--- src/game_defines.svh ---
// Raster is 64x48 visible; SPR_W must equal 2*SPR_HALF_W and SPR_H must equal 2*SPR_HALF_H
`ifndef GAME_DEFINES_SVH
`define GAME_DEFINES_SVH

// ------------------------------------------------
// Horizontal raster, in pixels
// ------------------------------------------------
`define H_ACTIVE     64
`define H_TOTAL      80
`define H_SYNC_START 68
`define H_SYNC_END   72

// ------------------------------------------------
// Vertical raster, in lines
// ------------------------------------------------
`define V_ACTIVE     48
`define V_TOTAL      56
`define V_SYNC_START 50
`define V_SYNC_END   52

// ------------------------------------------------
// Sprite geometry and colours
// ------------------------------------------------
`define SPR_W      16
`define SPR_H      20
`define SPR_HALF_W 8
`define SPR_HALF_H 10

`define COLOR_KEY  12'hF00
`define BG_COLOR   12'h222

// Class select bit on top of a 9-bit in-sprite offset
`define SPR_ADDR_W 10

`endif
--- src/game_pkg.sv ---
// Game-side types; class codes 1 and 2 double as the low nibble of every sprite word
`default_nettype none

package game_pkg;

    // Sprites are only drawn while the game is in GS_PLAYING
    typedef enum logic [1:0] {
        GS_MENU    = 2'd0,
        GS_PLAYING = 2'd1,
        GS_OVER    = 2'd2
    } game_state_t;

    // ------------------------------------------------
    // Character classes
    // ------------------------------------------------

    // CC_NONE means an empty slot and draws nothing
    typedef enum logic [1:0] {
        CC_NONE   = 2'd0,
        CC_MELEE  = 2'd1,
        CC_ARCHER = 2'd2
    } char_class_t;

    // Zero health means the player is dead
    typedef logic [3:0] health_t;

    // Threat level that a living character puts out
    typedef logic [3:0] aggro_t;

endpackage

`default_nettype wire

--- src/vga_pkg.sv ---
// Raster types only; coordinates are unsigned and wide enough for any counter value here
`default_nettype none

package vga_pkg;

    // ------------------------------------------------
    // Screen coordinates
    // ------------------------------------------------

    // Used for the horizontal and vertical counters and for player positions
    typedef logic [11:0] coord_t;

    // ------------------------------------------------
    // Colour
    // ------------------------------------------------

    // 4 bits per channel, red in the top nibble
    typedef struct packed {
        logic [3:0] r;
        logic [3:0] g;
        logic [3:0] b;
    } rgb_t;

endpackage

`default_nettype wire

--- src/char_draw.sv ---
// Box test uses modular offsets, so positions closer than a half-extent to an edge clip cleanly
`default_nettype none

`include "game_defines.svh"

module char_draw (
    input  logic                     clk,
    input  logic                     rst,
    input  vga_pkg::coord_t          pos_x,
    input  vga_pkg::coord_t          pos_y,
    input  game_pkg::health_t        current_health,
    input  logic                     flip_h,
    input  game_pkg::game_state_t    game_state,
    input  game_pkg::char_class_t    char_class,
    input  game_pkg::aggro_t         class_aggro,
    input  vga_pkg::coord_t          hcount,
    input  vga_pkg::coord_t          vcount,
    input  logic                     hblnk,
    input  logic                     vblnk,
    output game_pkg::aggro_t         char_aggro,
    output logic                     alive,
    output logic                     req,
    output logic [`SPR_ADDR_W-1:0]   addr
);
    import vga_pkg::*;
    import game_pkg::*;

    coord_t     draw_x;
    coord_t     draw_y;
    coord_t     rel_x;
    coord_t     rel_y;
    logic [3:0] img_x;
    logic       in_box;
    logic       archer;

    // ------------------------------------------------
    // Player position
    // ------------------------------------------------

    // Default spot is a fifth of the way across, standing on the ground line
    always_ff @(posedge clk) begin
        if (rst) begin
            draw_x <= coord_t'(`H_ACTIVE / 5);
            draw_y <= coord_t'(`V_ACTIVE - 4 - `SPR_HALF_H);
        end else begin
            draw_x <= pos_x;
            draw_y <= pos_y;
        end
    end

    // ------------------------------------------------
    // Status outputs
    // ------------------------------------------------
    assign alive      = (current_health != '0);
    assign char_aggro = alive ? class_aggro : '0;

    // ------------------------------------------------
    // Sprite box and memory address
    // ------------------------------------------------

    // Offsets from the top-left corner of the box; anything left of or above it
    // wraps to a large value and fails the range check
    assign rel_x  = hcount + coord_t'(`SPR_HALF_W) - draw_x;
    assign rel_y  = vcount + coord_t'(`SPR_HALF_H) - draw_y;
    assign in_box = (rel_x < coord_t'(`SPR_W)) && (rel_y < coord_t'(`SPR_H));

    // Mirror the image column when the player faces the other way
    assign img_x  = flip_h ? (4'(`SPR_W - 1) - rel_x[3:0]) : rel_x[3:0];

    assign archer = (char_class == CC_ARCHER);

    // Class bit on top, then row*16 + column
    assign addr   = {archer, rel_y[4:0], img_x};

    assign req    = (game_state == GS_PLAYING) && alive && (char_class != CC_NONE) &&
                    !hblnk && !vblnk && in_box;

endmodule

`default_nettype wire

--- config.mk ---
export PLATFORM = sky130hd
export DESIGN_NAME = char_draw
export DESIGN_NICKNAME = d
export VERILOG_FILES = /design/src/game_pkg.sv /design/src/vga_pkg.sv /design/src/char_draw.sv
export VERILOG_INCLUDE_DIRS = /design/src
export SDC_FILE = /design/constraint.sdc
export NUM_CORES = 1
export LEC_CHECK = 0
export BUFFER_PORTS_ARGS = -buffer_cell sky130_fd_sc_hd__buf_2
export CORE_MARGIN = 5
export CORE_UTILIZATION = 30
export DETAILED_ROUTE_END_ITERATION = 16
export SYNTH_ARGS = -nofsm -noshare
export SYNTH_HDL_FRONTEND = slang
export SYNTH_SLANG_ARGS = --single-unit
--- constraint.sdc ---
create_clock -name clk -period 5.27 [get_ports clk]
set_clock_uncertainty 0.05 [all_clocks]
set_input_delay 0.2635 -clock clk [delete_from_list [all_inputs] [get_ports clk]]
set_output_delay 0.2635 -clock clk [all_outputs]
set_load 0.03 [all_outputs]
==> results.sh <==
export IMPL_p_leak_nw=1.35
export IMPL_start_util=0.305
export IMPL_dp_hpwl_mm=4.37
export IMPL_grt_pass1_vias=1936
export IMPL_firstDrtPassIters=4
export IMPL_die_width_um=95.1
export IMPL_rows=31
export IMPL_die_h_um=95.1
export IMPL_grt_antenna_before_repair=0
export IMPL_syn_avg_cell_area_um2=8.40
export IMPL_synth_top_area_cell="ha_1"
export IMPL_drc=0
export IMPL_start_kind="register"
export IMPL_whs_path_depth=2
export IMPL_power_density_mw_per_mm2=226
export IMPL_syn_to_final_growth_pct=24.9
export IMPL_fp_coreArea_mm2=0.00714
export IMPL_layout_commonest_cell="buf_2"
export IMPL_synth_compound_area_frac=0.163
export IMPL_run_status="completed"
export IMPL_wirelength_mm=5.00
export IMPL_min_to="draw_y[5]$_SDFF_PP1_"
export IMPL_fin_crit_ps=3880
export IMPL_yosysSeqAreaShare=0.221
export IMPL_grt_pass1_wl_mm=8.18
export IMPL_io_buffer_count=80
export IMPL_cts_hold_buf=0
export IMPL_clock_sinks=24
export IMPL_synth_warnings=0
export IMPL_nets=448
export IMPL_arrival_ps=3570
export IMPL_syn_num_nets=368
export IMPL_cts_root_buf="clkbuf_8"
export IMPL_endpoint_kind="primary output"
export IMPL_ir_drop_mv=0.129
export IMPL_min_path_type="primary input to register"
export IMPL_antenna_cells=0
export IMPL_async_flop_share=0
export IMPL_drive_gt1_frac=0.282
export IMPL_synth_edf_count=0
export IMPL_muxShareOfSynthArea=0.00921
export IMPL_setup_violations=0
export IMPL_synth_seq_cells=24
export IMPL_grt_overflow=0
export IMPL_cts_tree="yes"
export IMPL_cts_buffers=3
export IMPL_maxCapViolCount=0
export IMPL_synthFlopType="dfxtp_1"
export IMPL_post_cts_buffers=0
export IMPL_timing_fmax_mhz=257
export IMPL_seqCellArea_um2=480
export IMPL_preCtsSetupSlack_ps=1600
export IMPL_fillers=754
export IMPL_crit_required_ps=4960
export IMPL_synth_simple_area_share=0.197
export IMPL_final_antenna_net_count=0
export IMPL_synth_fa_ha_area_frac=0.260
export IMPL_synth_top_family_by_area="adder cells"
export IMPL_die_area_mm2=0.00905
export IMPL_synth_area_leaders="ha_1 (24%), dfxtp_1 (22%), inv_1 (7.4%)"
export IMPL_drtIter0Drc=66
export IMPL_hold_violations=0
export IMPL_final_max_slew_viol_count=0
export IMPL_post_synth_num_cell_types=48
export IMPL_min_delay_start="pos_y[5]"
export IMPL_timing_final_crit_share=0.737
export IMPL_fin_cells=436
export IMPL_cts_buffer_depth=2
export IMPL_grt_max_degree=25
export IMPL_synth_xor_area_share=0.0644
export IMPL_slew_headroom=0.724
export IMPL_num_vias=1965
export IMPL_fin_ws_ps=1390
export IMPL_htree_levels=1
export IMPL_place_congestion=0.808
export IMPL_via_per_inst=4.51
export IMPL_tns_ps=0
export IMPL_ios=81
export IMPL_clkTransAtPathRegs_ps=80
export IMPL_cts_resized=0
export IMPL_yosysTopAreaCellShare=0.242
export IMPL_wl_per_cell_um=11.5
export IMPL_synth_area_mm2=0.00217
export IMPL_multi_input_area_mm2=0.00151
export IMPL_syn_inst=259
export IMPL_worst_pin_slew_ps=414
export IMPL_crit_type="register to primary output"
export IMPL_critical_path_max_fanout=3
export IMPL_layout_common_cells="buf_2 (80), inv_1 (43), ha_1 (42), nor2b_1 (24), dfxtp_1 (24)"
export IMPL_track_usage=0.113
export IMPL_placedCellCount=433
export IMPL_rsz0062_at_grt="false"
==> cells by family (layout without fill, tap and decap cells) <==
family | count (synthesis) | count (layout)
multiplexers | 2 | 2
adder cells (fa/ha/maj) | 44 | 44
flip-flops | 24 | 24
AND/OR/NAND/NOR | 73 | 73
AO/OA/AOI/OAI | 52 | 52
buffers and inverters | 48 | 126
XOR/XNOR | 16 | 16
==> sequential cells by signal, indices dropped and copies added (netlist names) <==
register / cells
draw_x: 12
draw_y: 12
==> how the worst max path moves through the flow <==
stage | slack [ps] | end | startpoint | depth (start not counted)
floorplan | 1710 | req | vcount[1] | 12
global placement | 1630 | req | vcount[1] | 14
detailed placement | 1600 | req | vcount[1] | 14
CTS | 1370 | req | draw_y[1]$_SDFF_PP1_ | 12
global route | 1120 | req | draw_y[1]$_SDFF_PP1_ | 12
finish | 1390 | req | draw_y[1]$_SDFF_PP1_ | 12
==> stage by stage <==
stage / power [mW] / utilization / hold WS, ps / cell area, um2
after CTS: 0.622 / 0.381 / 124 / 2720
after floorplan: 0.431 / - / 285 / 2170
after global placement: 0.510 / 0.375 / 399 / 2680
after global routing: 0.666 / 0.381 / 122 / 2720
final: 0.614 / 0.381 / 130 / 2720
after detailed placement: 0.513 / 0.375 / 400 / 2680
==> synth_stat cells (4+ instances only) <==
cell / count
dfxtp_1: 24
xor2_1: 6
ha_1: 42
nand4_1: 4
nand2_1: 11
a21o_1: 4
or2_2: 5
inv_1: 43
nor2b_1: 24
a31oi_1: 4
o21ai_0: 9
nor2_1: 10
and2_1: 5
a21oi_1: 12
xnor2_1: 10
==> report_power, final <==
group / total (mW) / leakage (nW) / internal (mW) / switching, mW
Clock: 0.105 / 0.0216 / 0.0510 / 0.0535
Sequential: 0.193 / 0.200 / 0.191 / 0.00240
Combinational: 0.316 / 1.13 / 0.133 / 0.182
Total: 0.614 / 1.35 / 0.375 / 0.238
==> critical path, stage by stage, from the launching register on <==
cell and delay (ps):
dfxtp_1 310, ha_1 260, inv_1 40, ha_1 210, fa_1 420, a211oi_1 270, o21ai_1 150, a2111oi_2 490
nor2_2 60, xnor2_1 130, or4_1 420, nor4_2 300, buf_2 250
==> final cells by class <==
cell class,count,share of cell area
clock buffer,3,0.0152
inverter,43,0.0594
multi-input combinational,187,0.556
sequential,24,0.177
tap,99,0.0456
timing repair buffer,80,0.147
==> metal layers <==
metal  part of all wire  GRT usage
met1               0.46      0.148
met2               0.46      0.190
met3              0.058     0.0126
met4              0.017     0.0409
met5                  0          0
No activity file was read; power rests on OpenSTA's default activity.
