**src/game_defines.svh**
```systemverilog
// Raster is 64x48 visible; SPR_W must equal 2*SPR_HALF_W and SPR_H must equal 2*SPR_HALF_H
`ifndef GAME_DEFINES_SVH
`define GAME_DEFINES_SVH

// ------------------------------------------------
// Horizontal raster, in pixels
// ------------------------------------------------
`define H_ACTIVE     64
`define H_TOTAL      80
`define H_SYNC_START 68
`define H_SYNC_END   72

// ------------------------------------------------
// Vertical raster, in lines
// ------------------------------------------------
`define V_ACTIVE     48
`define V_TOTAL      56
`define V_SYNC_START 50
`define V_SYNC_END   52

// ------------------------------------------------
// Sprite geometry and colours
// ------------------------------------------------
`define SPR_W      16
`define SPR_H      20
`define SPR_HALF_W 8
`define SPR_HALF_H 10

`define COLOR_KEY  12'hF00
`define BG_COLOR   12'h222

// Class select bit on top of a 9-bit in-sprite offset
`define SPR_ADDR_W 10

`endif
```
**src/vga_pkg.sv**
```systemverilog
// Raster types only; coordinates are unsigned and wide enough for any counter value here
`default_nettype none

package vga_pkg;

    // ------------------------------------------------
    // Screen coordinates
    // ------------------------------------------------

    // Used for the horizontal and vertical counters and for player positions
    typedef logic [11:0] coord_t;

    // ------------------------------------------------
    // Colour
    // ------------------------------------------------

    // 4 bits per channel, red in the top nibble
    typedef struct packed {
        logic [3:0] r;
        logic [3:0] g;
        logic [3:0] b;
    } rgb_t;

endpackage

`default_nettype wire

```
**src/sprite_arbiter.sv**
```systemverilog
// Player 0 always wins the memory; a losing request is dropped, with no grant sent back
`default_nettype none

`include "game_defines.svh"

module sprite_arbiter (
    input  logic                   clk,
    input  logic                   rst,
    input  logic                   req0,
    input  logic                   req1,
    input  logic [`SPR_ADDR_W-1:0] addr0,
    input  logic [`SPR_ADDR_W-1:0] addr1,
    input  vga_pkg::coord_t        hcount_in,
    input  vga_pkg::coord_t        vcount_in,
    input  logic                   hsync_in,
    input  logic                   vsync_in,
    input  logic                   hblnk_in,
    input  logic                   vblnk_in,
    input  vga_pkg::rgb_t          rgb_in,
    output logic [`SPR_ADDR_W-1:0] rom_addr,
    input  vga_pkg::rgb_t          rom_data,
    output vga_pkg::coord_t        hcount,
    output vga_pkg::coord_t        vcount,
    output logic                   hsync,
    output logic                   vsync,
    output logic                   hblnk,
    output logic                   vblnk,
    output vga_pkg::rgb_t          rgb
);
    import vga_pkg::*;

    coord_t hcount_d;
    coord_t vcount_d;
    logic   hsync_d;
    logic   vsync_d;
    logic   hblnk_d;
    logic   vblnk_d;
    rgb_t   rgb_d;
    logic   hit_d;

    // ------------------------------------------------
    // Stage 1: grant and memory read
    // ------------------------------------------------

    // Park the address at zero when nobody asks, so the read stays in range
    always_comb begin
        if (req0) begin
            rom_addr = addr0;
        end else if (req1) begin
            rom_addr = addr1;
        end else begin
            rom_addr = '0;
        end
    end

    // Raster signals wait here for the memory word
    always_ff @(posedge clk) begin
        if (rst) begin
            hcount_d <= '0;
            vcount_d <= '0;
            hsync_d  <= 1'b0;
            vsync_d  <= 1'b0;
            hblnk_d  <= 1'b1;
            vblnk_d  <= 1'b1;
            hit_d    <= 1'b0;
        end else begin
            hcount_d <= hcount_in;
            vcount_d <= vcount_in;
            hsync_d  <= hsync_in;
            vsync_d  <= vsync_in;
            hblnk_d  <= hblnk_in;
            vblnk_d  <= vblnk_in;
            hit_d    <= req0 || req1;
        end
    end

    always_ff @(posedge clk) begin
        rgb_d <= rgb_in;
    end

    // ------------------------------------------------
    // Stage 2: colour-key compositing
    // ------------------------------------------------

    // A transparent winner pixel falls back to background, never to the loser
    always_ff @(posedge clk) begin
        if (rst) begin
            hcount <= '0;
            vcount <= '0;
            hsync  <= 1'b0;
            vsync  <= 1'b0;
            hblnk  <= 1'b1;
            vblnk  <= 1'b1;
            rgb    <= '0;
        end else begin
            hcount <= hcount_d;
            vcount <= vcount_d;
            hsync  <= hsync_d;
            vsync  <= vsync_d;
            hblnk  <= hblnk_d;
            vblnk  <= vblnk_d;
            if (hit_d && (rom_data != `COLOR_KEY)) begin
                rgb <= rom_data;
            end else begin
                rgb <= rgb_d;
            end
        end
    end

endmodule

`default_nettype wire

```
**config.mk**
```make
export PLATFORM = sky130hd
export DESIGN_NAME = sprite_arbiter
export DESIGN_NICKNAME = d
export VERILOG_FILES = /design/src/vga_pkg.sv /design/src/sprite_arbiter.sv
export VERILOG_INCLUDE_DIRS = /design/src
export SDC_FILE = /design/constraint.sdc
export NUM_CORES = 1
export LEC_CHECK = 0
export ABC_CLOCK_PERIOD_IN_PS = 1700
export BUFFER_PORTS_ARGS = -buffer_cell sky130_fd_sc_hd__buf_2
export CAP_MARGIN = 20
export CORE_UTILIZATION = 43
export DETAILED_ROUTE_END_ITERATION = 6
export GPL_TIMING_DRIVEN = 1
export PLACE_DENSITY = 0.85
export SLEW_MARGIN = 15
export SYNTH_ARGS = -nofsm -noshare
export SYNTH_HDL_FRONTEND = slang
export SYNTH_SLANG_ARGS = --single-unit
```
**constraint.sdc**
```tcl
create_clock -name clk -period 1.7 [get_ports clk]
set_input_delay 0.255 -clock clk [delete_from_list [all_inputs] [get_ports clk]]
set_output_delay 0.255 -clock clk [all_outputs]
set_load 0.1 [all_outputs]
```
==> results, run 1 <==
- Max-cap violations in this run came to 0.
- Global routing used a little under a fifth of the available tracks across all layers.
- The critical path class is in2out.
- The area growth from synthesis to layout is 48.0%.
- No sink is reached through more buffers than the 2 on the longest clock path.
- The number of clock sinks is 81.
- The initial antenna violation count is 0.
- Along the worst path, the maximum fanout reaches 13.
- The area fraction of the dominant cell type after synthesis is ~69%.
- The unique cell type count in the Yosys netlist is 23.
- The y dimension of the die is about 76 um.
- The CTS tree is done.
- At the worst endpoint, the arrival time is about 1100 ps.
- The detailed placement HPWL is roughly 4000 um.
- The slowest stage of the critical path is the sky130_fd_sc_hd__a22o_1 cell.
- The overall die area is about 5800 um2.
- The total of fill cells in the finished design is between 400 and 500.
- The detail route stage leaves a number of antenna-violating nets equal to 0.
- The via count of the routed design is about 1800.
- The global-route wire length before repair is 8110 um.
- In this run the cell area of the synthesized design comes to 2360 um2.
- The number of global-route vias before repair came to 1865.
- The biggest cell delay along the critical path is ~220 ps.
- The pin slew with the least headroom to its limit is between 500 and 600 ps.
- The Yosys step of the flow raised 0 warnings.
- The number of port buffers is around 130.
- The signal on the critical path passes through buf_2 -> nor2b_1 -> buf_4 -> a22o_1 -> buf_12.
- For this run, the top clock speed supported by timing is 0.734 GHz.
- The share of the cycle needed by the critical path after routing is 80.1%.
- The worst pin sits at a relative slew slack of 61.5%.
- The capture point of the worst reg-to-reg path is rgb[7].
- In this run, post-CTS repair resized a total of 0 instances.
- The detailed router finished its first iteration with 53 violations.
- In this run, placement finished with an instance count of 383.
- Clock tree synthesis inserted a total of 9 buffers.
- By area the synthesized netlist is led by sky130_fd_sc_hd__dfxtp_1, sky130_fd_sc_hd__nor2b_1, sky130_fd_sc_hd__a22o_1, sky130_fd_sc_hd__clkbuf_1, sky130_fd_sc_hd__or2_2.
- Once the floorplan was initialized, standard cells occupied a little under half of the core.
- The class of the tightest hold or removal check is in2reg.
- The post-synthesis cell type with the largest combined area is sky130_fd_sc_hd__dfxtp_1.
- The run finished with clean final reports.
- The maximum vdd ir drop is 0.649 mV.
- The setup slack of the most critical reg-to-reg path is about 590 ps.
- The total leakage power is 1.69 nW.
- Dividing the detail-routed via count by the number of cells gives roughly 4.5.
- The depth of the worst register-to-register path is 2.
- Excluding fillers, the count of instances in the completed layout stands at around 400.
- The clock transition time at the flip-flop clock pins of the worst setup and hold paths is 70 ps.
- The critical path endpoint category is an output port.
- The number of antenna diodes in the final layout is 0.
- The worst hold path stage count is 1.
- The power density over the cells is ~1300 nW/um2.
- The top-level I/O count is about 130.
- Before antenna repair, the detailed router went through 4 iterations.
- The overall die width is around 76 um.
- The number of endpoints with negative hold slack in the final report came to 0.
- For this run, the post-layout net count is a little over 400.
- The average cell area after synthesis is 12.2 um2.
- The CTS root buffer is sky130_fd_sc_hd__clkbuf_8.
- After floorplanning, the core was divided into 26 placement rows.
- The routed wire length is 5190 um.
- The final clock skew is ~3.9 ps.
- After clock tree synthesis, the setup repair step added 0 buffers.
- For hold timing, the worst endpoint is rgb_d[11].
- Setup violations remaining at the end of the flow were counted as 0.
- At the later pin of the worst-skew pair, clock insertion delay measures 320 ps.
- STA classifies the critical path startpoint as an input port.
- After global routing the overflow that remains totals 0.
- The required time reported for the critical path endpoint is between 1000 and 1500 ps.
- Entering global routing, the biggest net connects 22 pins.
- The final routed DRC violation total is 0.
- The last weighted congestion value of the routability-driven placer is roughly 1.
- Cells with a size suffix above 1 make up between 40% and 50% of the layout.
- The cell count after synthesis is between 150 and 200.
- After floorplanning, the core was sized to cover about 5200 um2.
- In this run the critical register-to-register path is launched from hit_d.
- The max-slew violation count is 0.
- The final period demand of the worst path is approximately 1400 ps.
- After detailed routing, the average wire length per cell comes to between 10 and 15 um.
- Counting flops and latches in the post-synthesis netlist gives 81.
- The cts-stage hold buffer count is 0.
- The level count of the clock H-tree is 3.
- Total power for the finished layout comes to roughly 4.5 mW.
- Setup repair after global routing left no endpoint under its margin.
- The synthesized net count is 270.
- The worst hold path startpoint is rgb_in[11].
- For the final routed database, the setup TNS stands at 0 ps.
- Sequential cells were found to cover between 60% and 70% of the synthesized design area.
final cells by class:
type	instances	area, um2	area share (%)
repair buffers	134	838	24.0
inverters	4	15.0	0.430
flip-flops and latches	81	1620	46.5
clock inverters	5	103	2.94
multi-input cells	98	684	19.6
well taps	70	87.6	2.51
clock buffers	11	141	4.05
worst max-delay path by stage:
stage                      from           to  slack, ps
floorplan                  req1  rom_addr[0]         40
global placement    rom_data[4]       rgb[5]        290
detailed placement  rom_data[4]       rgb[7]        140
CTS                        req0  rom_addr[5]        340
global route               req0  rom_addr[3]        280
finish                     req0  rom_addr[5]        340
per-layer routing:
metal  up-vias  part of all wire (%)  routed length [um]  global-route usage, %
met3        24                   6.2                 322                   5.27
met4         0                   5.2                 272                   15.6
met2       101                    52                2710                   34.5
met5         -                     0                   0                      0
met1       783                    36                1880                   16.7
li1        902                     -                   -                      -
cells in the final DEF (no fill, tap or decap):
cell and instances:
sky130_fd_sc_hd__clkinv_2 1, sky130_fd_sc_hd__a21bo_1 1, sky130_fd_sc_hd__or2_2 4, sky130_fd_sc_hd__nand3b_1 1, sky130_fd_sc_hd__clkinvlp_4 1, sky130_fd_sc_hd__a221oi_1 2, sky130_fd_sc_hd__mux2i_1 1, sky130_fd_sc_hd__nand2_1 4
sky130_fd_sc_hd__a21oi_1 1, sky130_fd_sc_hd__nor3_1 1, sky130_fd_sc_hd__a21oi_4 1, sky130_fd_sc_hd__and3_1 1, sky130_fd_sc_hd__dlygate4sd3_1 4, sky130_fd_sc_hd__nor2_1 2, sky130_fd_sc_hd__o21ai_2 1, sky130_fd_sc_hd__nor4b_2 1
sky130_fd_sc_hd__nor4_1 1, sky130_fd_sc_hd__o21ai_1 2, sky130_fd_sc_hd__clkbuf_1 1, sky130_fd_sc_hd__dfxtp_1 81, sky130_fd_sc_hd__bufinv_16 3, sky130_fd_sc_hd__nor2b_1 54, sky130_fd_sc_hd__a22o_1 17, sky130_fd_sc_hd__clkbuf_8 10
sky130_fd_sc_hd__nor4_2 1, sky130_fd_sc_hd__buf_2 116, sky130_fd_sc_hd__nand4b_2 1, sky130_fd_sc_hd__nand3_1 1, sky130_fd_sc_hd__inv_1 4, sky130_fd_sc_hd__buf_4 5, sky130_fd_sc_hd__buf_12 9
synthesized netlist by cell type, drive strengths merged:
cell	number
nor2	2
mux2i	1
o21ai	3
clkbuf	11
nand3	1
nor4b	1
nor4	2
nor2b	54
a21oi	2
nor3	1
nand4b	1
nand3b	1
dfxtp	81
a21bo	1
a221oi	2
inv	4
and3	1
nand2	4
a22o	17
or2	4
flip-flops by register name, summed over array words and instances, names as in the netlist, 12 cells and up:
| name | flops |
|---|---|
| hcount_d | 12 |
| rgb | 12 |
| rgb_d | 12 |
| vcount | 12 |
| hcount | 12 |
| vcount_d | 12 |
logic make-up (layout without fill, tap and decap cells):
logic type / Yosys count / count (layout) / synth area share [%]
simple gates: 72 / 72 / 19.4
compound gates: 25 / 25 / 9.02
buf+inv: 15 / 154 / 2.39
mux: 1 / 1 / 0.424
flops: 81 / 81 / 68.8
critical path: cells and delay by family:
kind                   cells  cell delay, ps
and+or+nand+nor            1              80
AOI/OAI and AO/OA          1             220
buffers and inverters      3             550
where the power goes:
part | internal, mW | total [mW] | switching [mW]
Sequential | 2.00 | 2.02 | 0.0226
Clock | 1.01 | 1.63 | 0.617
Combinational | 0.235 | 0.859 | 0.624
stage by stage:
stage	cell area, um2	util [%]	setup slack [ps]	hold slack [ps]
4_1_cts	3450	66.3	345	4.98
2_1_floorplan	2360	-	37.7	283
3_5_place_dp	3210	61.6	144	359
5_1_grt	3490	67.1	281	0.936
6_report	3490	67.1	338	25.0
3_3_place_gp	3210	61.6	291	358
No activity file was read; power rests on OpenSTA's default activity.
==> inputs of run 2 (changes only) <==
Settings changed: ABC_AREA set to 1, ABC_CLOCK_PERIOD_IN_PS 1700 to 1250, CORE_UTILIZATION 43 to 41, PLACE_DENSITY 0.85 to 0.83.
Clock period 1.7 ns to 1.25 ns, I/O delays scaled along.
==> results, run 2 <==
- The post-synthesis simple-gate area fraction is 22.8% (+3.4 points).
- The unique cell type count in the Yosys netlist is 16 (-30%).
- In this run the critical register-to-register path is launched from hit_d.
- The class of the tightest hold or removal check is in2reg.
- The worst hold margin is 34.2 ps (+9.21 ps).
- The primary flip-flop cell chosen by synthesis mapping is sky130_fd_sc_hd__dfxtp_1.
- The internal power consumption came to 4.08 mW (+26%).
- The flow ran to the end, and the final reports show no timing, DRC or antenna violations.
- The cell with the most instances after synthesis is sky130_fd_sc_hd__dfxtp_1.
- After synthesis, the most frequently instantiated cells are sky130_fd_sc_hd__dfxtp_1, sky130_fd_sc_hd__nor2_1, sky130_fd_sc_hd__inv_1, sky130_fd_sc_hd__nand2_1, sky130_fd_sc_hd__nand3_1.
- The adder and majority cell fraction of the synthesized area is 0% (unchanged).
- The netlist area before placement was 2590 um2 (+10%).
- The share of total power in the clock network is 31.1% (-5.1 points).
- TritonCTS built the clock tree.
- The slowest stage of the critical path belongs to the cell sky130_fd_sc_hd__dfxtp_1.
- The count of maximum capacitance violations is 0 (unchanged).
- The number of standard cells in the final layout excluding fillers is 527 (+31%).
- The routed wire length was 5510 um (+6.1%).
- The number of DRC markers after the initial detailed-route iteration is 38 (-28%).
- The capture point of the worst reg-to-reg path is rgb[11].
- The fraction of registers with async set or reset after synthesis is 0% (unchanged).
- The number of buffers created by CTS is 9 (unchanged).
- The core outline area is 6030 um2 (+16%).
- The number of port buffers is 125 (unchanged).
- The initial antenna violation count was 0 (unchanged).
- The maximum fanout along the worst path was 1 (-12).
- The final routed DRC violation total came to 0 (unchanged).
- Traced cell by cell, the critical path runs through buf_4.
- The depth of the worst register-to-register path is 4 (+2).
- The utilization after layout came to 64.8% (-2.3 points).
- The critical path endpoint category is an output port.
- The post-synthesis xor/xnor area fraction is 0% (unchanged).
- The global-route wire length before repair is 8600 um (+6.1%).
- Setup repair after global routing left no endpoint under its margin.
- The switching power of the nets is 1.78 mW (+41%).
- The max-slew violation count is 0 (unchanged).
- The fraction of final layout cells with drive strength greater than 1 is 37.6% (-8.6 points).
- The post-CTS setup-driven buffer insertion count was 0 (unchanged).
- The level count of the clock H-tree is 3 (unchanged).
- The number of cells in the design after placement is 499 (+30%).
- The number of cell rows is 28 (+7.7%).
- The power density over the cells was 1500 nW/um2 (+16%).
- After synthesis, the largest family of logic cells by area is simple AND/OR/NAND/NOR gates.
- The maximum vdd ir drop is 1.08 mV (+66%).
- The total setup violations reported at the end of the flow is 0 (unchanged).
- The critical path arrival was 960 ps (-150 ps).
- The ratio of routed vias to standard cells was 4.12 (-8.3%).
- The total routing resource utilization after global routing is 17.6% (-1.1 points).
- Summed over all instances, the cell type with the most area after synthesis is sky130_fd_sc_hd__dfxtp_1.
- The number of warnings printed during yosys synthesis was 0 (unchanged).
- The clock transition time at the flip-flop clock pins of the worst setup and hold paths is 70 ps (about the same).
- The clock latency on the worst-skew pair is 330 ps (about the same).
- Yosys attributes the largest share of cell area to sky130_fd_sc_hd__dfxtp_1, sky130_fd_sc_hd__nor2_1, sky130_fd_sc_hd__inv_1, sky130_fd_sc_hd__nand2_1, sky130_fd_sc_hd__nand3_2.
- The number of global-route vias before repair was 2070 (+11%).
- The antenna violation net count after detailed routing is 0 (unchanged).
- The via count of the routed design was 2171 (+20%).
- The worst-case clock buffer depth is 2 (unchanged).
- The endpoint with the worst hold slack is hblnk_d.
- The sequential share of power is 47.0% (+2.2 points).
- The average cell area after synthesis is 8.48 um2 (-30%).
- The commonest non-fill, non-tap cell in the layout is sky130_fd_sc_hd__dfxtp_1.
- The cell type group with the largest total delay on the critical path is flip-flops.
- The total inserted antenna cells was 0 (unchanged).
- The biggest cell delay along the critical path came to 340 ps (+120 ps).
- The pin slew with the least headroom to its limit is 483 ps (-92.2 ps).
- The largest net degree at the start of global routing was 25 (+14%).
- The number of endpoints with negative hold slack in the final report is 0 (unchanged).
- The worst hold path stage count is 2 (+1).
- The final period demand of the worst path is about 1100 ps.
- The residual overflow from global routing is 0 (unchanged).
- The number of buffer and inverter instances along the worst setup path is 1 (-2).
- The final clock skew is 5.82 ps (+1.91 ps).
- The portion of netlist area occupied by mux cells is 0% (-0.42 points).
- The area growth from synthesis to layout is 50.5%.
- The cell sitting at the root of the clock tree is a sky130_fd_sc_hd__clkbuf_8.
- The switching share of power is 30.5% (+2.4 points).
- In the finished design, the share of the clock period the worst path needs comes to 91.8%.
- The average wire per standard cell is 10.4 um (-19%).
- The post-route setup TNS is 0 ps (unchanged).
- The power share of the combinational group was 21.9% (+2.8 points).
- The top-level I/O count is 126 (unchanged).
- The required time reported for the critical path endpoint came to 1060 ps (-380 ps).
- The number of flip-flops and latches in the synthesized netlist is 81 (unchanged).
- The achievable clock frequency is between 0.8 and 0.9 GHz.
- The number of clock sinks is 81 (unchanged).
- The number of nets in the layout is 523 (+29%).
- The cell area after placement came to 3490 um2 (+8.8%).
- The proportion of synthesized chip area in sequential cells was 62.5% (-6.2 points).
- The number of detailed-routing iterations run before antenna repair came to 4 (unchanged).
- The effective utilization at floorplan is 43.0% (-2.3 points).
- The last weighted congestion value of the routability-driven placer was 0.710 (-29%).
- The synthesized net count is 382 (+41%).
- The area fraction of the dominant cell type after synthesis is 62.5% (-6.2 points).
- The overall die area is 6650 um2 (+15%).
- The setup slack of the most critical reg-to-reg path is 380 ps (-210 ps).
- The worst setup path is launched from a flop.
- The worst-case headroom to the max-slew limit is 67.7% (+6.1 points).
- The synthesized-area fraction occupied by ao, oa, aoi and oai cells is 2.32% (-6.7 points).
- Leaving out fill and tap cells, the most frequent cells in the layout are sky130_fd_sc_hd__dfxtp_1, sky130_fd_sc_hd__buf_2, sky130_fd_sc_hd__nor2_1, sky130_fd_sc_hd__inv_1, sky130_fd_sc_hd__buf_4.
- The overall die width is 81.5 um (+7.2%).
- The total leakage power is 2.06 nW (+22%).
- The y dimension of the die is 81.5 um (+7.2%).
- The final standard cell area without fillers is 3900 um2 (+12%).
- The instance count on the critical path is 1 (-4).
- The worst hold path startpoint is hblnk_in.
- The count of flip-flops with a built-in enable after synthesis was 0 (unchanged).
- The detailed placement HPWL is 3850 um (-4.0%).
- The worst setup path is of the reg2out kind.
- The cell count after synthesis came to 306 (+58%).
-- run 2: cell count changes after synthesis, moves of 2 or more --
cell	change
sky130_fd_sc_hd__a21oi_1	+11
sky130_fd_sc_hd__a221oi_1	-2
sky130_fd_sc_hd__a22o_1	-17
sky130_fd_sc_hd__buf_2	+4
sky130_fd_sc_hd__buf_6	+2
sky130_fd_sc_hd__clkbuf_1	-5
sky130_fd_sc_hd__inv_1	+61
sky130_fd_sc_hd__nand2_1	+31
sky130_fd_sc_hd__nand3_1	+13
sky130_fd_sc_hd__nand3_2	+8
sky130_fd_sc_hd__nor2_1	+68
sky130_fd_sc_hd__nor2b_1	-54
sky130_fd_sc_hd__o21ai_1	-2
-- run 2: final cells by class --
| class | instances | area [um2] |
|---|---|---|
| Sequential cell | 81 | 1620 |
| Tap cell | 75 | 93.8 |
| Inverter | 66 | 248 |
| Timing Repair Buffer | 143 | 1070 |
| Multi-Input combinational cell | 146 | 677 |
| Clock buffer | 12 | 145 |
| Fill cell | 498 | 2120 |
| Clock inverter | 4 | 52.6 |
-- run 2: timing repair --
action | in CTS | in global routing
resized for setup | 39 | 0
hold endpoints to repair | 12 | 0
setup endpoints to repair | 39 | 0
hold buffers | 12 | 0
-- run 2: through the flow --
stage	power (mW)	setup slack, ps
3_3_place_gp	4.01	13.2
2_1_floorplan	3.67	94.4
6_report	5.86	102
4_1_cts	5.94	78.2
3_5_place_dp	4.03	-42.3
5_1_grt	6.14	50.4
-- run 2: cells by family after synthesis --
family	count (synthesis)
AO/OA/AOI/OAI	12
buffers and inverters	79
flip-flops	81
AND/OR/NAND/NOR	134
-- run 2: power groups by stage --
stage | Sequential, mW | Clock [mW] | Combinational, mW
detailed placement | 2.81 | 0 | 1.22
finish | 2.75 | 1.82 | 1.28
global route | 2.77 | 2.02 | 1.36
global placement | 2.81 | 0 | 1.20
floorplan | 3.28 | 0 | 0.391
CTS | 2.75 | 1.90 | 1.29
-- run 2: metal layers --
metal,up-vias,wire length (um),global-route usage (%)
li1,1163,-,-
met5,-,0,0
met4,0,51,7.68
met1,924,2130,17.2
met2,78,2810,31.0
met3,6,511,8.78
-- run 2: worst max path at each step --
stage | from | slack [ps] | end
after floorplan | req1 | 90 | rom_addr[0]
after detailed placement | rom_data[4] | -40 | rgb[7]
after global routing | req0 | 50 | rom_addr[9]
final | hcount[0] | 100 | hcount[0]
after CTS | hcount[0] | 80 | hcount[0]
after global placement | rom_data[2] | 10 | rgb[1]
==> inputs of run 3 (changes only) <==
==> constraint.sdc (replaced) <==
create_clock -name clk -period 1.25 [get_ports clk]
set_input_delay 0.25 -clock clk [delete_from_list [all_inputs] [get_ports clk]]
set_output_delay 0.25 -clock clk [all_outputs]
set_load 0.1 [all_outputs]
==> results, run 3 (synthesis gave the netlist of run 2 again) <==
- The largest net degree at the start of global routing is 25 (unchanged).
- The cell area after placement is 4150 um2 (+19%).
- The number of buffer and inverter instances along the worst setup path is 3 (+2).
- The total setup violations reported at the end of the flow is 0 (unchanged).
- The maximum vdd ir drop is 1.05 mV (-2.6%).
- The count of maximum capacitance violations is 0 (unchanged).
- The final routed DRC violation total was 0 (unchanged).
- The level count of the clock H-tree was 3 (unchanged).
- The average wire per standard cell came to 11.2 um (+6.8%).
- The clock latency on the worst-skew pair is 340 ps (about the same).
- The number of detailed-routing iterations run before antenna repair is 4 (unchanged).
- The core outline area is 6030 um2 (unchanged).
- The achievable clock frequency is 0.828 GHz (-5.0%).
- The power density over the cells was 1410 nW/um2 (-5.9%).
- The overall power consumption is 6.29 mW (+7.3%).
- The cell type of the slowest stage on the worst timing path is sky130_fd_sc_hd__clkinvlp_4.
- The number of cells in the design after placement was 502 (+0.60%).
- The run finished with clean final reports.
- The path class of the tightest hold or removal check is in2reg.
- The post-route setup TNS is 0 ps (unchanged).
- The detailed placement HPWL was 4600 um (+20%).
- Compared with the post-synthesis result, the final layout area differs by 71.5%.
- The required time reported for the critical path endpoint is 1000 ps (-60 ps).
- The total leakage power is 2.22 nW (+7.9%).
- The number of global-route vias before repair is 2204 (+6.5%).
- The maximum fanout along the worst path was 10 (+9).
- The worst-case headroom to the max-slew limit came to 77.8% (+10 points).
- After global routing, the most crowded layer is met2.
- The via count of the routed design is 2247 (+3.5%).
- The critical path arrival is 960 ps (about the same).
- The number of clock sinks is 81 (unchanged).
- The max-slew violation count came to 0 (unchanged).
- Walking the worst path, the cells encountered are buf_2 -> clkinvlp_4 -> nand3_1 -> nand2_4 -> buf_12.
- The fraction of met2 tracks used by global routing is 34.6% (+3.6 points).
- The y dimension of the die is 81.5 um (unchanged).
- The total routing resource utilization after global routing came to 18.5% (+0.88 points).
- The share of the cycle needed by the critical path after routing is 96.6% (+4.8 points).
- The number of buffers created by CTS is 9 (unchanged).
- Clock tree synthesis selected as its root buffer the cell sky130_fd_sc_hd__clkbuf_8.
- The commonest non-fill, non-tap cell in the layout is sky130_fd_sc_hd__dfxtp_1.
- The fraction of final layout cells with drive strength greater than 1 is 38.7% (+1.1 points).
- The pin slew with the least headroom to its limit is 333 ps (-151 ps).
- The top-level I/O count came to 126 (unchanged).
- The number of cell rows is 28 (unchanged).
- The clock transition time at the flip-flop clock pins of the worst setup and hold paths is 70 ps (about the same).
- In the layout the commonest cells are sky130_fd_sc_hd__dfxtp_1, sky130_fd_sc_hd__buf_2, sky130_fd_sc_hd__nor2_1, sky130_fd_sc_hd__inv_1, sky130_fd_sc_hd__buf_12.
- The routed wire length is 5860 um (+6.4%).
- The total of fill cells in the finished design was 415 (-17%).
- The worst setup path is launched from an input port.
- The overall die width is 81.5 um (unchanged).
- The initial antenna violation count came to 0 (unchanged).
- The number of nets in the layout is 522 (-0.19%).
- The number of port buffers was 125 (unchanged).
- The total inserted antenna cells is 0 (unchanged).
- The number of standard cells in the final layout excluding fillers is 525 (-0.38%).
- The CTS tree is done.
- The antenna violation net count after detailed routing is 0 (unchanged).
- Setup repair after global routing left no endpoint under its margin.
- The residual overflow from global routing is 0 (unchanged).
- The worst hold margin is 26.1 ps (-8.18 ps).
- The met1 layer usage reported by global route is 16.9% (-0.28 points).
- The final period demand of the worst path is 1210 ps (+60.0 ps).
- The critical path class is in2out.
- The worst-case clock buffer depth is 2 (unchanged).
- The final standard cell area without fillers came to 4450 um2 (+14%).
- The final clock skew is 9.83 ps (+4.00 ps).
- The ratio of routed vias to standard cells is 4.28 (+3.9%).
- The number of endpoints with negative hold slack in the final report came to 0 (unchanged).
- The met3 layer usage reported by global route came to 6.44% (-2.3 points).
- The critical path endpoint category is an output port.
- The biggest cell delay along the critical path is 180 ps (-160 ps).
- The number of DRC markers after the initial detailed-route iteration is 56 (+47%).
- The overall die area is 6650 um2 (unchanged).
- The last weighted congestion value of the routability-driven placer was 0.754 (+6.2%).
- The post-CTS setup-driven buffer insertion count was 0 (unchanged).
- The effective utilization at floorplan was 43.0% (unchanged).
- The global-route wire length before repair is 8940 um (+3.8%).
- Grouping stages by cell kind, the critical path spends the most delay in buffers and inverters.
-- run 3: routing by layer --
layer  part of all wire [%]  routed length (um)
met1                     36                2100
met3                    7.0                 411
met2                     55                3230
met4                    2.0                 118
met5                      0                   0
-- run 3: repair_timing --
item | CTS | global route
resized for setup | 0 | 1
hold buffers | 6 | 2
endpoints found under the hold margin | 6 | 2
endpoints found under the setup margin | 0 | 10
-- run 3: cell type report --
type	instances	area, um2	area share, %
clock buffers	11	141	3.18
clock inverters	4	76.3	1.72
flip-flops and latches	81	1620	36.5
multi-input cells	146	727	16.3
well taps	75	93.8	2.11
repair buffers	142	1540	34.5
inverters	66	251	5.65
-- run 3: worst register-to-register path, stage by stage (launching register included) --
cell	delay [ps]
sky130_fd_sc_hd__dfxtp_1	360
sky130_fd_sc_hd__buf_12	180
sky130_fd_sc_hd__nand3_1	100
sky130_fd_sc_hd__nand2_1	70
sky130_fd_sc_hd__nor2_1	50
-- run 3: final timing paths --
path | cells past startpoint | startpoint | slack, ps | to
setup / recovery | 5 | req0 | 40 | rom_addr[9]
hold / removal | 1 | rgb_in[9] | 30 | rgb_d[9]
setup reg to reg | 4 | hit_d | 400 | rgb[0]
hold reg to reg | 2 | hcount_d[1] | 410 | hcount[1]
-- run 3: report_power, final --
| part | internal [mW] | switching (mW) | total, mW |
|---|---|---|---|
| combinational | 0.543 | 0.920 | 1.46 |
| clock | 1.18 | 0.859 | 2.04 |
| sequential | 2.72 | 0.0718 | 2.79 |
-- run 3: through the flow --
step / utilization [%] / setup slack, ps
after floorplan: - / 67.0
final: 73.8 / 42.3
after global routing: 73.8 / 3.04
after global placement: 68.8 / 56.6
after CTS: 73.4 / 6.12
after detailed placement: 68.8 / 0.0607
